--- src/hw/tlb_pkg.sv ---
// Shared widths and types of the address translation engine
// Small 4 KiB pages only, with a direct-mapped TLB
// Queue depths must stay powers of two so the pointers wrap by themselves
package tlb_pkg;

    // ------------------------------------------------------------------
    // Widths
    // ------------------------------------------------------------------
    localparam int unsigned VADDR_BITS   = 32;
    localparam int unsigned PADDR_BITS   = 32;
    localparam int unsigned PG_BITS      = 12;
    localparam int unsigned LEN_BITS     = 16;
    localparam int unsigned PID_BITS     = 4;
    localparam int unsigned TLB_IDX_BITS = 4;
    localparam int unsigned TAG_BITS     = VADDR_BITS - PG_BITS - TLB_IDX_BITS;
    localparam int unsigned PPN_BITS     = PADDR_BITS - PG_BITS;

    localparam int unsigned PG_SIZE     = 1 << PG_BITS;
    localparam int unsigned TLB_ENTRIES = 1 << TLB_IDX_BITS;

    // ------------------------------------------------------------------
    // Queue sizes
    // ------------------------------------------------------------------
    localparam int unsigned N_OUTSTANDING   = 8;
    localparam int unsigned REQ_QUEUE_DEPTH = 4;

    localparam int unsigned Q_PTR_BITS   = $clog2(REQ_QUEUE_DEPTH);
    localparam int unsigned Q_CNT_BITS   = $clog2(REQ_QUEUE_DEPTH + 1);
    localparam int unsigned OUT_PTR_BITS = $clog2(N_OUTSTANDING);
    localparam int unsigned OUT_CNT_BITS = $clog2(N_OUTSTANDING + 1);

    // Vector types
    typedef logic [VADDR_BITS-1:0]   vaddr_t;
    typedef logic [PADDR_BITS-1:0]   paddr_t;
    typedef logic [LEN_BITS-1:0]     len_t;
    typedef logic [PID_BITS-1:0]     pid_t;
    typedef logic [TAG_BITS-1:0]     tag_t;
    typedef logic [TLB_IDX_BITS-1:0] idx_t;
    typedef logic [PPN_BITS-1:0]     ppn_t;

endpackage

--- src/hw/tlb_if.sv ---
// Internal handshake bundles of the translation engine
// All transfers complete on a cycle where valid and ready are both high
`timescale 1ns/1ps

// Queued request towards the FSM
interface xlat_req_if;
    import tlb_pkg::*;

    logic   valid;
    logic   ready;
    vaddr_t vaddr;
    len_t   len;
    pid_t   pid;
    logic   last;

    modport src (output valid, vaddr, len, pid, last, input ready);
    modport dst (input valid, vaddr, len, pid, last, output ready);
endinterface

// TLB probe, answer arrives one cycle after lookup_valid
interface tlb_lookup_if;
    import tlb_pkg::*;

    logic   lookup_valid;
    vaddr_t vaddr;
    pid_t   pid;
    logic   hit;
    ppn_t   ppn;

    modport fsm (output lookup_valid, vaddr, pid, input hit, ppn);
    modport tbl (input lookup_valid, vaddr, pid, output hit, ppn);
endinterface

// One DMA command per page fragment
interface dma_cmd_if;
    import tlb_pkg::*;

    logic   valid;
    logic   ready;
    paddr_t paddr;
    len_t   len;
    pid_t   pid;
    logic   last;

    modport src (output valid, paddr, len, pid, last, input ready);
    modport dst (input valid, paddr, len, pid, last, output ready);
endinterface

--- src/hw/req_queue.sv ---
// Request FIFO in front of the translation FSM
// A pushed entry is offered on the output from the next cycle
// in_ready drops only while all REQ_QUEUE_DEPTH slots are taken
`timescale 1ns/1ps

module req_queue (
    input  logic            aclk,
    input  logic            aresetn,
    input  logic            in_valid,
    output logic            in_ready,
    input  tlb_pkg::vaddr_t in_vaddr,
    input  tlb_pkg::len_t   in_len,
    input  tlb_pkg::pid_t   in_pid,
    input  logic            in_last,
    xlat_req_if.src         out
);
    import tlb_pkg::*;

    vaddr_t vaddr_mem [REQ_QUEUE_DEPTH];
    len_t   len_mem   [REQ_QUEUE_DEPTH];
    pid_t   pid_mem   [REQ_QUEUE_DEPTH];
    logic   last_mem  [REQ_QUEUE_DEPTH];

    logic [Q_PTR_BITS-1:0] wr_ptr;
    logic [Q_PTR_BITS-1:0] rd_ptr;
    logic [Q_CNT_BITS-1:0] count;
    logic                  push;
    logic                  pop;

    assign in_ready  = (count != Q_CNT_BITS'(REQ_QUEUE_DEPTH));
    assign push      = in_valid && in_ready;
    assign out.valid = (count != '0);
    assign pop       = out.valid && out.ready;

    // Head entry goes straight out
    assign out.vaddr = vaddr_mem[rd_ptr];
    assign out.len   = len_mem[rd_ptr];
    assign out.pid   = pid_mem[rd_ptr];
    assign out.last  = last_mem[rd_ptr];

    always_ff @(posedge aclk) begin
        if (!aresetn) begin
            wr_ptr <= '0;
            rd_ptr <= '0;
            count  <= '0;
        end else begin
            wr_ptr <= wr_ptr + Q_PTR_BITS'(push);
            rd_ptr <= rd_ptr + Q_PTR_BITS'(pop);
            count  <= count + Q_CNT_BITS'(push) - Q_CNT_BITS'(pop);
        end
    end

    always_ff @(posedge aclk) begin
        if (push) begin
            vaddr_mem[wr_ptr] <= in_vaddr;
            len_mem[wr_ptr]   <= in_len;
            pid_mem[wr_ptr]   <= in_pid;
            last_mem[wr_ptr]  <= in_last;
        end
    end

endmodule

--- src/hw/tlb_table.sv ---
// Direct-mapped TLB for small pages
// A write lands on the next edge and a lookup in the same cycle sees the old entry
// hit and ppn are valid exactly one cycle after lookup_valid
`timescale 1ns/1ps

module tlb_table (
    input  logic            aclk,
    input  logic            aresetn,
    input  logic            wr_en,
    input  tlb_pkg::vaddr_t wr_vaddr,
    input  tlb_pkg::pid_t   wr_pid,
    input  tlb_pkg::ppn_t   wr_ppn,
    tlb_lookup_if.tbl       lup
);
    import tlb_pkg::*;

    logic [TLB_ENTRIES-1:0] entry_valid;
    tag_t                   tag_mem [TLB_ENTRIES];
    pid_t                   pid_mem [TLB_ENTRIES];
    ppn_t                   ppn_mem [TLB_ENTRIES];

    idx_t wr_idx;
    tag_t wr_tag;
    idx_t rd_idx;
    tag_t rd_tag;

    // Index sits right above the page offset, tag takes the rest
    assign wr_idx = wr_vaddr[PG_BITS +: TLB_IDX_BITS];
    assign wr_tag = wr_vaddr[PG_BITS+TLB_IDX_BITS +: TAG_BITS];
    assign rd_idx = lup.vaddr[PG_BITS +: TLB_IDX_BITS];
    assign rd_tag = lup.vaddr[PG_BITS+TLB_IDX_BITS +: TAG_BITS];

    always_ff @(posedge aclk) begin
        if (!aresetn) begin
            entry_valid <= '0;
            lup.hit     <= 1'b0;
        end else begin
            if (wr_en) begin
                entry_valid[wr_idx] <= 1'b1;
            end
            // Tag and pid must both match
            lup.hit <= lup.lookup_valid && entry_valid[rd_idx] &&
                       (tag_mem[rd_idx] == rd_tag) && (pid_mem[rd_idx] == lup.pid);
        end
    end

    always_ff @(posedge aclk) begin
        if (wr_en) begin
            tag_mem[wr_idx] <= wr_tag;
            pid_mem[wr_idx] <= wr_pid;
            ppn_mem[wr_idx] <= wr_ppn;
        end
        if (lup.lookup_valid) begin
            lup.ppn <= ppn_mem[rd_idx];
        end
    end

endmodule

--- src/hw/xlat_fsm.sv ---
// Translation FSM, one request at a time
// Splits a transfer at 4 KiB boundaries with one TLB lookup per fragment
// A miss raises a page fault and waits for retry or drop
// Zero-length requests are taken and discarded
`timescale 1ns/1ps

module xlat_fsm (
    input  logic            aclk,
    input  logic            aresetn,
    xlat_req_if.dst         req,
    tlb_lookup_if.fsm       lup,
    dma_cmd_if.src          cmd,
    output logic            pf_valid,
    input  logic            pf_ready,
    output tlb_pkg::vaddr_t pf_vaddr,
    output tlb_pkg::len_t   pf_len,
    output tlb_pkg::pid_t   pf_pid,
    input  logic            pf_rsp_valid,
    output logic            pf_rsp_ready,
    input  logic            pf_rsp_retry
);
    import tlb_pkg::*;

    typedef enum logic [2:0] {
        IDLE, LOOKUP, CHECK, CALC, SEND, FAULT, FAULT_WAIT
    } state_t;

    state_t state;
    state_t state_nxt;

    // Remaining part of the request
    vaddr_t vaddr_q;
    len_t   len_q;
    pid_t   pid_q;
    logic   last_q;

    // Current fragment
    ppn_t   ppn_q;
    len_t   page_rem_q;
    paddr_t paddr_q;
    len_t   frag_len_q;
    logic   frag_last_q;
    len_t   frag_len;

    assign frag_len = (len_q < page_rem_q) ? len_q : page_rem_q;

    // ------------------------------------------------------------------
    // State register and next state
    // ------------------------------------------------------------------
    always_ff @(posedge aclk) begin
        if (!aresetn) begin
            state <= IDLE;
        end else begin
            state <= state_nxt;
        end
    end

    always_comb begin
        state_nxt = state;
        case (state)
            IDLE: begin
                if (req.valid && (req.len != '0)) begin
                    state_nxt = LOOKUP;
                end
            end
            LOOKUP: state_nxt = CHECK;
            CHECK:  state_nxt = lup.hit ? CALC : FAULT;
            CALC:   state_nxt = SEND;
            SEND: begin
                if (cmd.ready) begin
                    state_nxt = (len_q != '0) ? LOOKUP : IDLE;
                end
            end
            FAULT: begin
                if (pf_ready) begin
                    state_nxt = FAULT_WAIT;
                end
            end
            FAULT_WAIT: begin
                if (pf_rsp_valid) begin
                    state_nxt = pf_rsp_retry ? LOOKUP : IDLE;
                end
            end
            default: state_nxt = IDLE;
        endcase
    end

    // ------------------------------------------------------------------
    // Datapath
    // ------------------------------------------------------------------
    always_ff @(posedge aclk) begin
        case (state)
            IDLE: begin
                if (req.valid) begin
                    vaddr_q <= req.vaddr;
                    len_q   <= req.len;
                    pid_q   <= req.pid;
                    last_q  <= req.last;
                end
            end
            CHECK: begin
                ppn_q      <= lup.ppn;
                // Bytes left up to the page end
                page_rem_q <= len_t'(PG_SIZE) - len_t'(vaddr_q[PG_BITS-1:0]);
            end
            CALC: begin
                paddr_q     <= {ppn_q, vaddr_q[PG_BITS-1:0]};
                frag_len_q  <= frag_len;
                frag_last_q <= last_q && (frag_len == len_q);
                vaddr_q     <= vaddr_q + vaddr_t'(frag_len);
                len_q       <= len_q - frag_len;
            end
            default: ;
        endcase
    end

    // Handshakes follow the state directly
    assign req.ready        = (state == IDLE);
    assign lup.lookup_valid = (state == LOOKUP);
    assign lup.vaddr        = vaddr_q;
    assign lup.pid          = pid_q;

    assign cmd.valid = (state == SEND);
    assign cmd.paddr = paddr_q;
    assign cmd.len   = frag_len_q;
    assign cmd.pid   = pid_q;
    assign cmd.last  = frag_last_q;

    // Fault reports what is still left to move
    assign pf_valid     = (state == FAULT);
    assign pf_vaddr     = vaddr_q;
    assign pf_len       = len_q;
    assign pf_pid       = pid_q;
    assign pf_rsp_ready = (state == FAULT_WAIT);

endmodule

--- src/hw/dma_issue.sv ---
// Host DMA command issue with an outstanding limit
// Commands pass through without a register while fewer than N_OUTSTANDING are open
// Completions return in issue order, one dma_done per command
`timescale 1ns/1ps

module dma_issue (
    input  logic            aclk,
    input  logic            aresetn,
    dma_cmd_if.dst          cmd,
    output logic            dma_req_valid,
    input  logic            dma_req_ready,
    output tlb_pkg::paddr_t dma_req_paddr,
    output tlb_pkg::len_t   dma_req_len,
    output logic            dma_req_last,
    input  logic            dma_done,
    output logic            done_valid,
    output tlb_pkg::pid_t   done_pid
);
    import tlb_pkg::*;

    // Completion queue holds pid and last of every open command
    pid_t cq_pid  [N_OUTSTANDING];
    logic cq_last [N_OUTSTANDING];

    logic [OUT_PTR_BITS-1:0] head;
    logic [OUT_PTR_BITS-1:0] tail;
    logic [OUT_CNT_BITS-1:0] out_cnt;
    logic                    can_issue;
    logic                    issue;

    assign can_issue = (out_cnt < OUT_CNT_BITS'(N_OUTSTANDING));
    assign cmd.ready = dma_req_ready && can_issue;
    assign issue     = cmd.valid && cmd.ready;

    assign dma_req_valid = cmd.valid && can_issue;
    assign dma_req_paddr = cmd.paddr;
    assign dma_req_len   = cmd.len;
    assign dma_req_last  = cmd.last;

    // Done only for the fragment that closes a last request
    assign done_valid = dma_done && cq_last[tail];
    assign done_pid   = cq_pid[tail];

    always_ff @(posedge aclk) begin
        if (!aresetn) begin
            head    <= '0;
            tail    <= '0;
            out_cnt <= '0;
        end else begin
            head    <= head + OUT_PTR_BITS'(issue);
            tail    <= tail + OUT_PTR_BITS'(dma_done);
            out_cnt <= out_cnt + OUT_CNT_BITS'(issue) - OUT_CNT_BITS'(dma_done);
        end
    end

    always_ff @(posedge aclk) begin
        if (issue) begin
            cq_pid[head]  <= cmd.pid;
            cq_last[head] <= cmd.last;
        end
    end

endmodule

--- src/hw/tlb_xlat_top.sv ---
// Address translation engine for a single host DMA channel
// done_valid is a one-cycle pulse with no back-pressure
`timescale 1ns/1ps

module tlb_xlat_top (
    input  logic            aclk,
    input  logic            aresetn,
    // Requests
    input  logic            req_valid,
    output logic            req_ready,
    input  tlb_pkg::vaddr_t req_vaddr,
    input  tlb_pkg::len_t   req_len,
    input  tlb_pkg::pid_t   req_pid,
    input  logic            req_last,
    // TLB write port
    input  logic            tlb_wr_en,
    input  tlb_pkg::vaddr_t tlb_wr_vaddr,
    input  tlb_pkg::pid_t   tlb_wr_pid,
    input  tlb_pkg::ppn_t   tlb_wr_ppn,
    // Page fault and its response
    output logic            pf_valid,
    input  logic            pf_ready,
    output tlb_pkg::vaddr_t pf_vaddr,
    output tlb_pkg::len_t   pf_len,
    output tlb_pkg::pid_t   pf_pid,
    input  logic            pf_rsp_valid,
    output logic            pf_rsp_ready,
    input  logic            pf_rsp_retry,
    // Host DMA
    output logic            dma_req_valid,
    input  logic            dma_req_ready,
    output tlb_pkg::paddr_t dma_req_paddr,
    output tlb_pkg::len_t   dma_req_len,
    output logic            dma_req_last,
    input  logic            dma_done,
    output logic            done_valid,
    output tlb_pkg::pid_t   done_pid
);

    xlat_req_if   req_if ();
    tlb_lookup_if lup_if ();
    dma_cmd_if    cmd_if ();

    req_queue i_req_queue (
        .aclk     (aclk),
        .aresetn  (aresetn),
        .in_valid (req_valid),
        .in_ready (req_ready),
        .in_vaddr (req_vaddr),
        .in_len   (req_len),
        .in_pid   (req_pid),
        .in_last  (req_last),
        .out      (req_if.src)
    );

    tlb_table i_tlb_table (
        .aclk     (aclk),
        .aresetn  (aresetn),
        .wr_en    (tlb_wr_en),
        .wr_vaddr (tlb_wr_vaddr),
        .wr_pid   (tlb_wr_pid),
        .wr_ppn   (tlb_wr_ppn),
        .lup      (lup_if.tbl)
    );

    xlat_fsm i_xlat_fsm (
        .aclk         (aclk),
        .aresetn      (aresetn),
        .req          (req_if.dst),
        .lup          (lup_if.fsm),
        .cmd          (cmd_if.src),
        .pf_valid     (pf_valid),
        .pf_ready     (pf_ready),
        .pf_vaddr     (pf_vaddr),
        .pf_len       (pf_len),
        .pf_pid       (pf_pid),
        .pf_rsp_valid (pf_rsp_valid),
        .pf_rsp_ready (pf_rsp_ready),
        .pf_rsp_retry (pf_rsp_retry)
    );

    dma_issue i_dma_issue (
        .aclk          (aclk),
        .aresetn       (aresetn),
        .cmd           (cmd_if.dst),
        .dma_req_valid (dma_req_valid),
        .dma_req_ready (dma_req_ready),
        .dma_req_paddr (dma_req_paddr),
        .dma_req_len   (dma_req_len),
        .dma_req_last  (dma_req_last),
        .dma_done      (dma_done),
        .done_valid    (done_valid),
        .done_pid      (done_pid)
    );

endmodule

--- config.mk ---
export PLATFORM = sky130hd
export DESIGN_NAME = tlb_xlat_top
export DESIGN_NICKNAME = d
export VERILOG_FILES = /design/src/hw/tlb_pkg.sv /design/src/hw/tlb_if.sv /design/src/hw/req_queue.sv /design/src/hw/tlb_table.sv /design/src/hw/xlat_fsm.sv /design/src/hw/dma_issue.sv /design/src/hw/tlb_xlat_top.sv
export SDC_FILE = /design/constraint.sdc
export NUM_CORES = 1
export LEC_CHECK = 0
export BUFFER_PORTS_ARGS = -buffer_cell sky130_fd_sc_hd__buf_2
export CAP_MARGIN = 20
export CORE_MARGIN = 1
export CORE_UTILIZATION = 50
export CTS_CLUSTER_DIAMETER = 40
export DETAILED_ROUTE_END_ITERATION = 7
export PLACE_DENSITY_LB_ADDON = 0.05
export SLEW_MARGIN = 40
export SYNTH_ARGS = -nofsm -noshare
export SYNTH_HDL_FRONTEND = slang
export SYNTH_SLANG_ARGS = --single-unit
export TNS_END_PERCENT = 30
--- constraint.sdc ---
create_clock -name aclk -period 4.65 [get_ports aclk]
set_input_delay 0 -clock aclk [delete_from_list [all_inputs] [get_ports aclk]]
set_output_delay 0 -clock aclk [all_outputs]
set_load 0.05 [all_outputs]
* Word-level counts from Yosys, hierarchy flattened
Memory sizes are Yosys's and may differ from the RTL's. A register that Yosys moved wholly into a read port is not among the register bits.
Cells that the tools add are included.
Widths: inputs -> output; s select.
** Storage, ports and cells
- Input bits :: 118
- Flip-flop bits (word level) :: 170
- Memories kept :: 9
- Word-level logic and storage cells :: 106
- Bits in writable memories :: 892
** Cells by class
- Reduce and logical (&&, ||, !) cells :: 20
- Bitwise logic cells :: 1
- $lt $le $gt $ge :: 5
- Eq/ne operators :: 15
- Add/sub/neg operators :: 11
- Multiplexer cells :: 29
** Memories
- i_tlb_table.ppn_mem :: depth 16, width 20, rd ports 1, clocked after memory_dff 1, write ports 1, RTL line tlb_table.sv:20 : ppn_t ppn_mem [TLB_ENTRIES];
- i_tlb_table.tag_mem :: depth 16, width 16, rd ports 1, clocked after memory_dff 1, write ports 1, RTL line tlb_table.sv:18 : tag_t tag_mem [TLB_ENTRIES];
- i_req_queue.vaddr_mem :: depth 4, width 32, rd ports 1, clocked after memory_dff 1, write ports 1, RTL line req_queue.sv:19 : vaddr_t vaddr_mem [REQ_QUEUE_DEPTH];
- i_req_queue.len_mem :: depth 4, width 16, rd ports 1, clocked after memory_dff 1, write ports 1, RTL line req_queue.sv:20 : len_t len_mem [REQ_QUEUE_DEPTH];
- i_tlb_table.pid_mem :: depth 16, width 4, rd ports 1, clocked after memory_dff 1, write ports 1, RTL line tlb_table.sv:19 : pid_t pid_mem [TLB_ENTRIES];
- i_dma_issue.cq_pid :: depth 8, width 4, rd ports 1, clocked after memory_dff 1, write ports 1, RTL line dma_issue.sv:22 : pid_t cq_pid [N_OUTSTANDING];
- 3 more memories
** Operators by type and width (number)
- $pmux 32 s2 :: 1
- $add 32x16->32 :: 1
- $eq 16x16->1 :: 2
- $mux 16 :: 2
- $mux 32 :: 1
- $pmux 16 s2 :: 1
- $reduce_bool 16->1 :: 2
- $mux 3 :: 7
- $pmux 3 s7 :: 1
- $lt 16x16->1 :: 1
- $or 16x16->16 :: 1
- $sub 16x16->16 :: 1
- $sub 13x12->14 const A :: 1
- $logic_and 1x1->1 :: 12
- $lt 4x5->1 const B :: 2
- $mux 1 :: 10
- $add 3x1->3 :: 3
- $eq 3x3->1 const B :: 3
- $mux 4 :: 2
- $eq 3x2->1 const B :: 2
- $ne 2x1->1 const B :: 3
- $add 2x1->2 :: 2
- $add 4x1->4 :: 1
- $bmux 1 s4 :: 1
- 15 further kinds :: 18

* Logic depth before layout (Yosys ltp)
Gate-level depths: netlist (run 1).
- Depth after elaboration :: 5
- Gate-level depth with buffers :: 21
- Mapped depth without buffers :: 20

* Cells and area by module
Synthesis (run 1) repeated with hierarchy kept, for this count alone.
** Second synthesis, totals
- Cell total of the unflattened synthesis :: 2235
- Area total of the unflattened synthesis :: 43982.2 µm²
** Modules (own cells, without submodules)
- tlb_table :: instances 1, cells an instance 1102, area each 25844.8 µm², sequential area each 20159.3 µm²
- req_queue :: instances 1, cells an instance 312, area each 8012.7 µm², sequential area each 6506.2 µm²
- xlat_fsm :: instances 1, cells an instance 650, area each 7673.6 µm², sequential area each 4113.9 µm²
- dma_issue :: instances 1, cells an instance 171, area each 2451.1 µm², sequential area each 1401.3 µm²

* Worst setup path after synthesis (run 1)
No wires, ideal clock.
- Path type :: register -> register
- Start :: register i_req_queue.count[1]
- End :: memory i_req_queue.last_mem[1] (enable)
- Slack :: -794 ps
- Cell stages (with the launch flop) :: 5
- Arrival :: 4903 ps
- Clock period less this slack :: 5444 ps
- Setup time :: 540 ps
- Path through :: dfxtp_1 -> nor2_1 -> nand2_1 -> nand2_1 -> nor3b_1
** Between the ends
- Cells in the longest elaborated chain, start to end :: 4
** RTL lines
- start: declaration :: RTL line req_queue.sv:26 : logic [Q_CNT_BITS-1:0] count;
- start signal: assignment :: RTL line req_queue.sv:49 : count <= count + Q_CNT_BITS'(push) - Q_CNT_BITS'(pop);
- $ne 3x3->1 :: RTL line req_queue.sv:30 : assign in_ready = (count != Q_CNT_BITS'(REQ_QUEUE_DEPTH));
- via req_ready :: RTL line tlb_xlat_top.sv:10 : output logic req_ready,
- $logic_and 1x1->1 :: RTL line req_queue.sv:31 : assign push = in_valid && in_ready;
- $mux 1 :: RTL line req_queue.sv:54 : if (push) begin
- $mux 1 (not written as such) :: RTL line req_queue.sv:58 : last_mem[wr_ptr] <= in_last;
- end: declaration :: RTL line req_queue.sv:22 : logic last_mem [REQ_QUEUE_DEPTH];
The timed path passes the listed nets, and every way through them passes these cells.

* Worst setup path after layout (run 1)
- Start :: register i_xlat_fsm.page_rem_q[9]
- End :: register i_xlat_fsm.vaddr_q[16] (netlist: i_xlat_fsm.lup.vaddr[16]) (data pin)
** Between the ends
- Cells in the longest elaborated chain, start to end :: 4
** RTL lines
- start: declaration :: RTL line xlat_fsm.sv:39 : len_t page_rem_q;
- start signal: assignment :: RTL line xlat_fsm.sv:104 : page_rem_q <= len_t'(PG_SIZE) - len_t'(vaddr_q[PG_BITS-1:0]);
- $lt 16x16->1 :: RTL line xlat_fsm.sv:45 : assign frag_len = (len_q < page_rem_q) ? len_q : page_rem_q;
- $mux 16 :: RTL line xlat_fsm.sv:45
- via i_xlat_fsm.frag_len[0] :: RTL line xlat_fsm.sv:43 : len_t frag_len;
- $add 32x16->32 :: RTL line xlat_fsm.sv:110 : vaddr_q <= vaddr_q + vaddr_t'(frag_len);
- $pmux 32 s2 :: RTL line xlat_fsm.sv:92 : case (state)
- end signal: assignment :: RTL line xlat_fsm.sv:95 : vaddr_q <= req.vaddr;
- end signal: assignment :: RTL line xlat_fsm.sv:110
- end: declaration :: RTL line xlat_fsm.sv:32 : vaddr_t vaddr_q;
The timed path passes the listed nets, and every way through them passes these cells.
A chain may end at the register's enable or synchronous reset.

==> results of run 1 <==
## where the power goes
| part | total (W) | switching [W] | internal, W |
|---|---|---|---|
| Clock | 0.0109 | 0.00414 | 0.00674 |
| Combinational | 0.0104 | 0.00596 | 0.00440 |
| Sequential | 0.0129 | 0.000928 | 0.0120 |
| Total | 0.0342 | 0.0110 | 0.0231 |
## sequential cells by signal, summed over array words and instances (netlist names), 4 cells and up, named ones only
| register | flops |
|---|---|
| i_dma_issue.cq_last | 8 |
| i_dma_issue.cq_pid | 32 |
| i_dma_issue.out_cnt | 4 |
| i_req_queue.last_mem | 4 |
| i_req_queue.len_mem | 64 |
| i_req_queue.pid_mem | 16 |
| i_req_queue.vaddr_mem | 128 |
| i_tlb_table.entry_valid | 16 |
| i_tlb_table.lup.ppn | 20 |
| i_tlb_table.pid_mem | 64 |
| i_tlb_table.ppn_mem | 320 |
| i_tlb_table.tag_mem | 256 |
| i_xlat_fsm.cmd.len | 16 |
| i_xlat_fsm.cmd.paddr | 32 |
| i_xlat_fsm.cmd.pid | 4 |
| i_xlat_fsm.lup.vaddr | 32 |
| i_xlat_fsm.page_rem_q | 13 |
| i_xlat_fsm.pf_len | 16 |
| i_xlat_fsm.ppn_q | 20 |
## stage by stage
stage          total power [W]  hold WS, ns
6_report                0.0342       0.0313
5_1_grt                 0.0357       0.0268
4_1_cts                 0.0344     0.000945
3_5_place_dp            0.0233        0.217
3_3_place_gp            0.0232        0.211
2_1_floorplan           0.0201       0.0989
## critical path: stages (launching register included)
cell	delay, ns
edfxtp_1	0.41
inv_1	0.09
ha_1	0.25
a21o_1	0.19
a21o_1	0.19
a21o_1	0.34
a31oi_1	0.23
nand3_1	0.14
ha_1	0.23
inv_1	0.08
fa_1	0.23
nor2b_1	0.08
o31a_1	0.29
o21ai_1	0.21
buf_4	0.16
a21oi_4	0.07
buf_4	0.16
or3_1	0.37
a31oi_1	0.20
xor2_1	0.15
o21ai_0	0.08
## per-layer routing
| layer | up-vias | wire length (um) | global-route usage (%) |
|---|---|---|---|
| met1 | 11959 | 44000 | 32.5 |
| li1 | 10062 | - | - |
| met2 | 662 | 50100 | 38.4 |
| met4 | 4 | 2430 | 7.23 |
| met3 | 172 | 5380 | 4.37 |
| met5 | - | 28 | 0 |
## final cells by class
type                            count  share of cell area (%)
Clock buffer                      164                    7.13
Clock inverter                     96                    1.93
Sequential cell                  1088                    61.2
Inverter                           42                   0.304
Tap cell                         1144                    2.71
Timing Repair Buffer              428                    6.06
Multi-Input combinational cell    988                    20.7
## placed cells by master (no fill, tap or decap), types with 10 or more instances in the layout
master / synthesis / routed
nor3_1: 22 / 14
nand2b_1: 14 / 14
nand2_1: 91 / 90
o21a_1: 22 / 22
a211oi_1: 10 / 10
nor4_1: 13 / 10
clkbuf_1: 57 / 16
mux4_2: 254 / 254
dlygate4sd3_1: 0 / 116
bufinv_16: 0 / 16
a21oi_1: 26 / 25
and3_1: 20 / 19
a31oi_1: 18 / 18
nand3b_1: 19 / 19
dfxtp_1: 41 / 35
and2_1: 18 / 18
clkinv_2: 0 / 18
edfxtp_1: 1047 / 1047
buf_2: 27 / 215
nand4_1: 23 / 23
buf_4: 3 / 75
o2111ai_1: 15 / 15
clkinvlp_4: 0 / 15
nor2_1: 58 / 42
inv_1: 41 / 41
xor2_1: 26 / 26
o21ai_0: 84 / 83
inv_6: 0 / 13
nor2_4: 0 / 13
xnor2_1: 52 / 52
mux2i_1: 24 / 24
ha_1: 54 / 52
clkinv_1: 1 / 18
nor2b_1: 10 / 10
nand3_1: 25 / 23
clkbuf_16: 0 / 148
clkinv_4: 0 / 12
## synthesized netlist by cell type (26+ instances only)
master    count  area share (%)
edfxtp_1   1047              72
ha_1         54             1.6
inv_1        41            0.35
o21ai_0      84            0.97
a21oi_1      26            0.30
buf_2        27            0.31
dfxtp_1      41             1.9
xor2_1       26            0.52
mux4_2      254              13
nor2_1       58            0.50
nand2_1      91            0.79
xnor2_1      52             1.0
clkbuf_1     57            0.49
## cell families after synthesis
logic type	after synthesis	share of synthesized area, %
flops	1088	74.2
simple gates	338	3.99
mux	285	13.9
compound gates	223	3.25
buf+inv	139	1.34
xor+xnor	78	1.57
fa+ha+maj	58	1.74
other cells	1	0.00863
## path summary, 6_finish.rpt
check             slack, ns  depth (start not counted)                                from                                   to
setup / recovery       0.24                         20  i_xlat_fsm.page_rem_q[9]$_DFFE_PN_   i_xlat_fsm.lup.vaddr[16]$_DFFE_PN_
hold / removal         0.03                          3                    tlb_wr_vaddr[13]  i_tlb_table.tag_mem[0][4]$_DFFE_PP_
setup reg to reg       0.24                         20  i_xlat_fsm.page_rem_q[9]$_DFFE_PN_   i_xlat_fsm.lup.vaddr[16]$_DFFE_PN_
hold reg to reg        0.41                          0    i_tlb_table.lup.ppn[7]$_DFFE_PP_        i_xlat_fsm.ppn_q[7]$_DFFE_PN_
## repair_timing
| item | in CTS | in global routing |
|---|---|---|
| hold buffers | 116 | 0 |
| gates resized for setup | 0 | 14 |
| setup endpoints to repair | 0 | 19 |
| endpoints found under the hold margin | 906 | 0 |
| setup buffers | 0 | 0 |
==> impl_metrics.ini, run 1 <==
[status]
outcome = complete, no violations

[finish]
utilization_pct = 61.6
fin_cells = 3950
multi_input_area_sq_um = 10900
final_nets = 2866
seqCellArea_sq_um = 32300
drive_gt1_share_pct = 30.3
final_area_sq_um = 52800
nFillCells = 6187
synthToLayoutAreaGrowth_pct = 21.4
antenna_cells = 0

[floorplanning]
num_rows = 107
core_area_sq_um = 85700
die_h_um = 297
start_util_pct = 50.7
die_width_um = 297
dieArea_sq_um = 88100
pin_count = 228

[drt]
first_pass_iters = 5
ant_nets = 0
drc = 0
routed_wl_um = 102000
via_per_inst = 5.79
wl_per_cell_um = 25.8
drt_iter0_drc = 1613
dr_total_vias = 22859

[clock_tree]
cts_max_level = 4
path_clk_slew_ns = 0.05
clk_path_buf_depth = 3
worstSkewPairLatency_ns = 0.74
cts_root_buf = clkbuf_16
cts_buffers = 142
clock_sinks = 1088
tritoncts = yes

[yosys]
syn_avg_cell_area_sq_um = 19.7
yosysWarnings = 0
async_flop_share_pct = 0
ys_ff_latch = 1088
yosysSeqAreaShare_pct = 74.2
syn-cell-area_sq_um = 43500
synth.distinct_cells = 61
ys.flop_type = edfxtp_1
synth_edf_count = 1047
postSynthCellCount = 2210

[timing]
maxSlewHeadroom_pct = 46.0
worst_slack_ns = 0.236
max_freq_mhz = 227
worst-slew-pin-transition_ns = 0.808
min_period_over_period_pct = 94.9
fin_skew_ns = 0.0340
hold_viol = 0
min_period_ns = 4.41
tns_ns = 0
setup_viol = 0
finalMaxSlewViolations = 0

[placed_design]
place_ws_ns = 0.0883
hpwl_um = 61000
placed_cells = 3573
place_congestion = 0.856
postPlaceCellArea_sq_um = 46700
portBuffers = 215

[setup_path]
end_kind = flop
critPathKind = reg -> reg
start_kind = flop
cp_max_fo = 13
required_ns = 5.11
arrival_ns = 4.87

[power]
ir_worst_vdd_mv = 0.484
powerDensity_nw_per_um2 = 648
leakagePower_nw = 17.8

[global_routing]
grt_use_total_pct = 23.6
grt_antenna_before_repair = 2
grt.overflow.total = 0
grt_pass1_vias = 23766
grt_max_degree = 62
grt_pass1_wl_um = 152000

[hold_path]
hold_class = in -> reg

[run]
maxCapViolations = 0
Note: power is estimated with default switching activity, not from simulation.
==> inputs of run 2 (changes only) <==
PLACE_DENSITY = 0.7   (was unset)
PLACE_DENSITY_LB_ADDON = unset   (was 0.05)
SETUP_SLACK_MARGIN = 0.5   (was unset)
==> run 2 against run 1 <==
Effect of this change:
- cell count decreased by 0.10%
- register-to-register slack better by 0.15 ns
- critical endpoint is now i_xlat_fsm.lup.vaddr[25]$_DFFE_PN_
- non-clock buffer count grew 13
- global-route usage up 0.086 points
- sequential cell count did not move
- combinational power increased by 8%
- count of clock-buffer cells in the layout shrank 8
- clock power down 6%
- utilization grew 0.14 points
- via count up 2.0%
==> impl_metrics.ini, run 2 (synthesis results as in run 1) <==
[status]
outcome = complete, no violations

[timing]
finalMaxSlewViolations = 0
min_period_ns = 4.27
rsz0062_at_grt = true
min_period_over_period_pct = 91.7
worst-slew-pin-transition_ns = 0.844
setup_viol = 0
max_freq_mhz = 234
hold_viol = 0
maxSlewHeadroom_pct = 43.8
tns_ns = 0
fin_skew_ns = 0.0191

[setup_path]
required_ns = 5.09
cp_max_fo = 7
arrival_ns = 4.71
end_kind = flop
start_kind = flop
critPathKind = reg -> reg

[drt]
drc = 0
wl_per_cell_um = 26.1
ant_nets = 0
first_pass_iters = 6
drt_iter0_drc = 2192
dr_total_vias = 23326
via_per_inst = 5.91
routed_wl_um = 103000

[global_routing]
gr-usage-met3_pct = 4.44
grt_max_degree = 87
globalRouteMet1Util_pct = 31.7
grt_use_total_pct = 23.6
met2_usage_pct = 39.4
grt.overflow.total = 0
grt_pass1_wl_um = 154000
grt-busiest-layer = met2
grt_pass1_vias = 24284
grt_antenna_before_repair = 3

[finish]
regMostFlops = i_tlb_table.ppn_mem
final_nets = 2870
synthToLayoutAreaGrowth_pct = 21.6
layout_common_cells = 1047 x edfxtp_1, 254 x mux4_2, 216 x buf_2
drive_gt1_share_pct = 32.4
largest_register_ffs = 320
biggestRegsByFlops = i_tlb_table.ppn_mem (320), i_tlb_table.tag_mem (256), i_req_queue.vaddr_mem (128)
final_common_cell = edfxtp_1
fin_cells = 3946

[clock_tree]
tritoncts = yes
cts_buffers = 133
clk_path_buf_depth = 3
cts_root_buf = clkbuf_16
cts_max_level = 4
worstSkewPairLatency_ns = 0.73
path_clk_slew_ns = 0.06
clock_sinks = 1088

[placed_design]
hpwl_um = 61600
placed_cells = 3568
portBuffers = 215
place_congestion = 0.884

[power]
ir_worst_vdd_mv = 0.543
leakagePower_nw = 17.8
powerDensity_nw_per_um2 = 651

[floorplanning]
die_h_um = 297
dieArea_sq_um = 88100
core_area_sq_um = 85700
num_rows = 107
start_util_pct = 50.7
pin_count = 228
die_width_um = 297

[run]
maxCapViolations = 0

[hold_path]
hold_class = in -> reg
==> run 2: final timing paths <==
check	startpoint	end	slack, ns	depth (start not counted)
setup / recovery	i_xlat_fsm.page_rem_q[1]$_DFFE_PN_	i_xlat_fsm.lup.vaddr[25]$_DFFE_PN_	0.38	21
hold / removal	tlb_wr_en	i_tlb_table.tag_mem[15][13]$_DFFE_PP_	0.03	3
setup reg to reg	i_xlat_fsm.page_rem_q[1]$_DFFE_PN_	i_xlat_fsm.lup.vaddr[25]$_DFFE_PN_	0.38	21
hold reg to reg	i_xlat_fsm.ppn_q[2]$_DFFE_PN_	i_xlat_fsm.cmd.paddr[14]$_DFFE_PP_	0.41	0
==> run 2: routing by layer <==
metal / up-vias / part of all wire (%)
met1: 12194 / 40
li1: 10055 / -
met5: - / 0.026
met3: 174 / 6.6
met2: 899 / 51
met4: 4 / 2.3
==> run 2: report_power, final <==
part	total, W	internal, W	leakage [nW]	switching [W]
registers	0.0129	0.0120	9.86	0.000944
clock network	0.0103	0.00621	2.16	0.00410
logic	0.0112	0.00484	5.74	0.00635
total	0.0344	0.0230	17.8	0.0114
==> run 2: timing repair <==
action | in CTS | in global routing
cloned | 1 | 0
pin swaps | 14 | 49
hold buffers | 107 | 2
setup buffers | 6 | 17
hold endpoints to repair | 949 | 12
endpoints found under the setup margin | 24 | 34
resized for setup | 33 | 67
==> run 2: cell type report <==
| class | count | area [sq um] |
|---|---|---|
| Tap cell | 1144 | 1430 |
| Sequential cell | 1088 | 32300 |
| Antenna cell | 5 | 12.5 |
| Fill cell | 5951 | 32800 |
| Inverter | 42 | 158 |
| Clock inverter | 82 | 976 |
| Multi-Input combinational cell | 988 | 11300 |
| Timing Repair Buffer | 441 | 3220 |
| Clock buffer | 156 | 3500 |
==> run 2: critical path: stages (launching register included) <==
cell and delay, ns:
edfxtp_1 0.35, inv_1 0.06, ha_1 0.27, a21boi_2 0.15
o21a_1 0.12, o21ai_1 0.05, a21o_1 0.21, a21o_4 0.24
buf_6 0.15, o2111ai_2 0.20, nand3_2 0.14, ha_4 0.30
buf_6 0.09, nand2_1 0.08, o21ai_1 0.16, o211ai_1 0.15
o22ai_2 0.26, o2111ai_2 0.20, buf_6 0.19, a311oi_4 0.34
xnor2_1 0.17, o21ai_1 0.08
==> run 2: metrics by stage <==
stage	power [W]	setup slack, ns	utilization, %	hold slack (ns)	cell area, sq um
floorplan	0.0201	-0.490	-	0.0989	43500
global placement	0.0232	0.0983	54.2	0.212	46500
detailed placement	0.0234	0.146	54.3	0.219	46500
CTS	0.0340	0.442	61.0	0.00165	52300
global route	0.0359	0.298	61.7	0.0205	52900
finish	0.0344	0.385	61.7	0.0348	52900
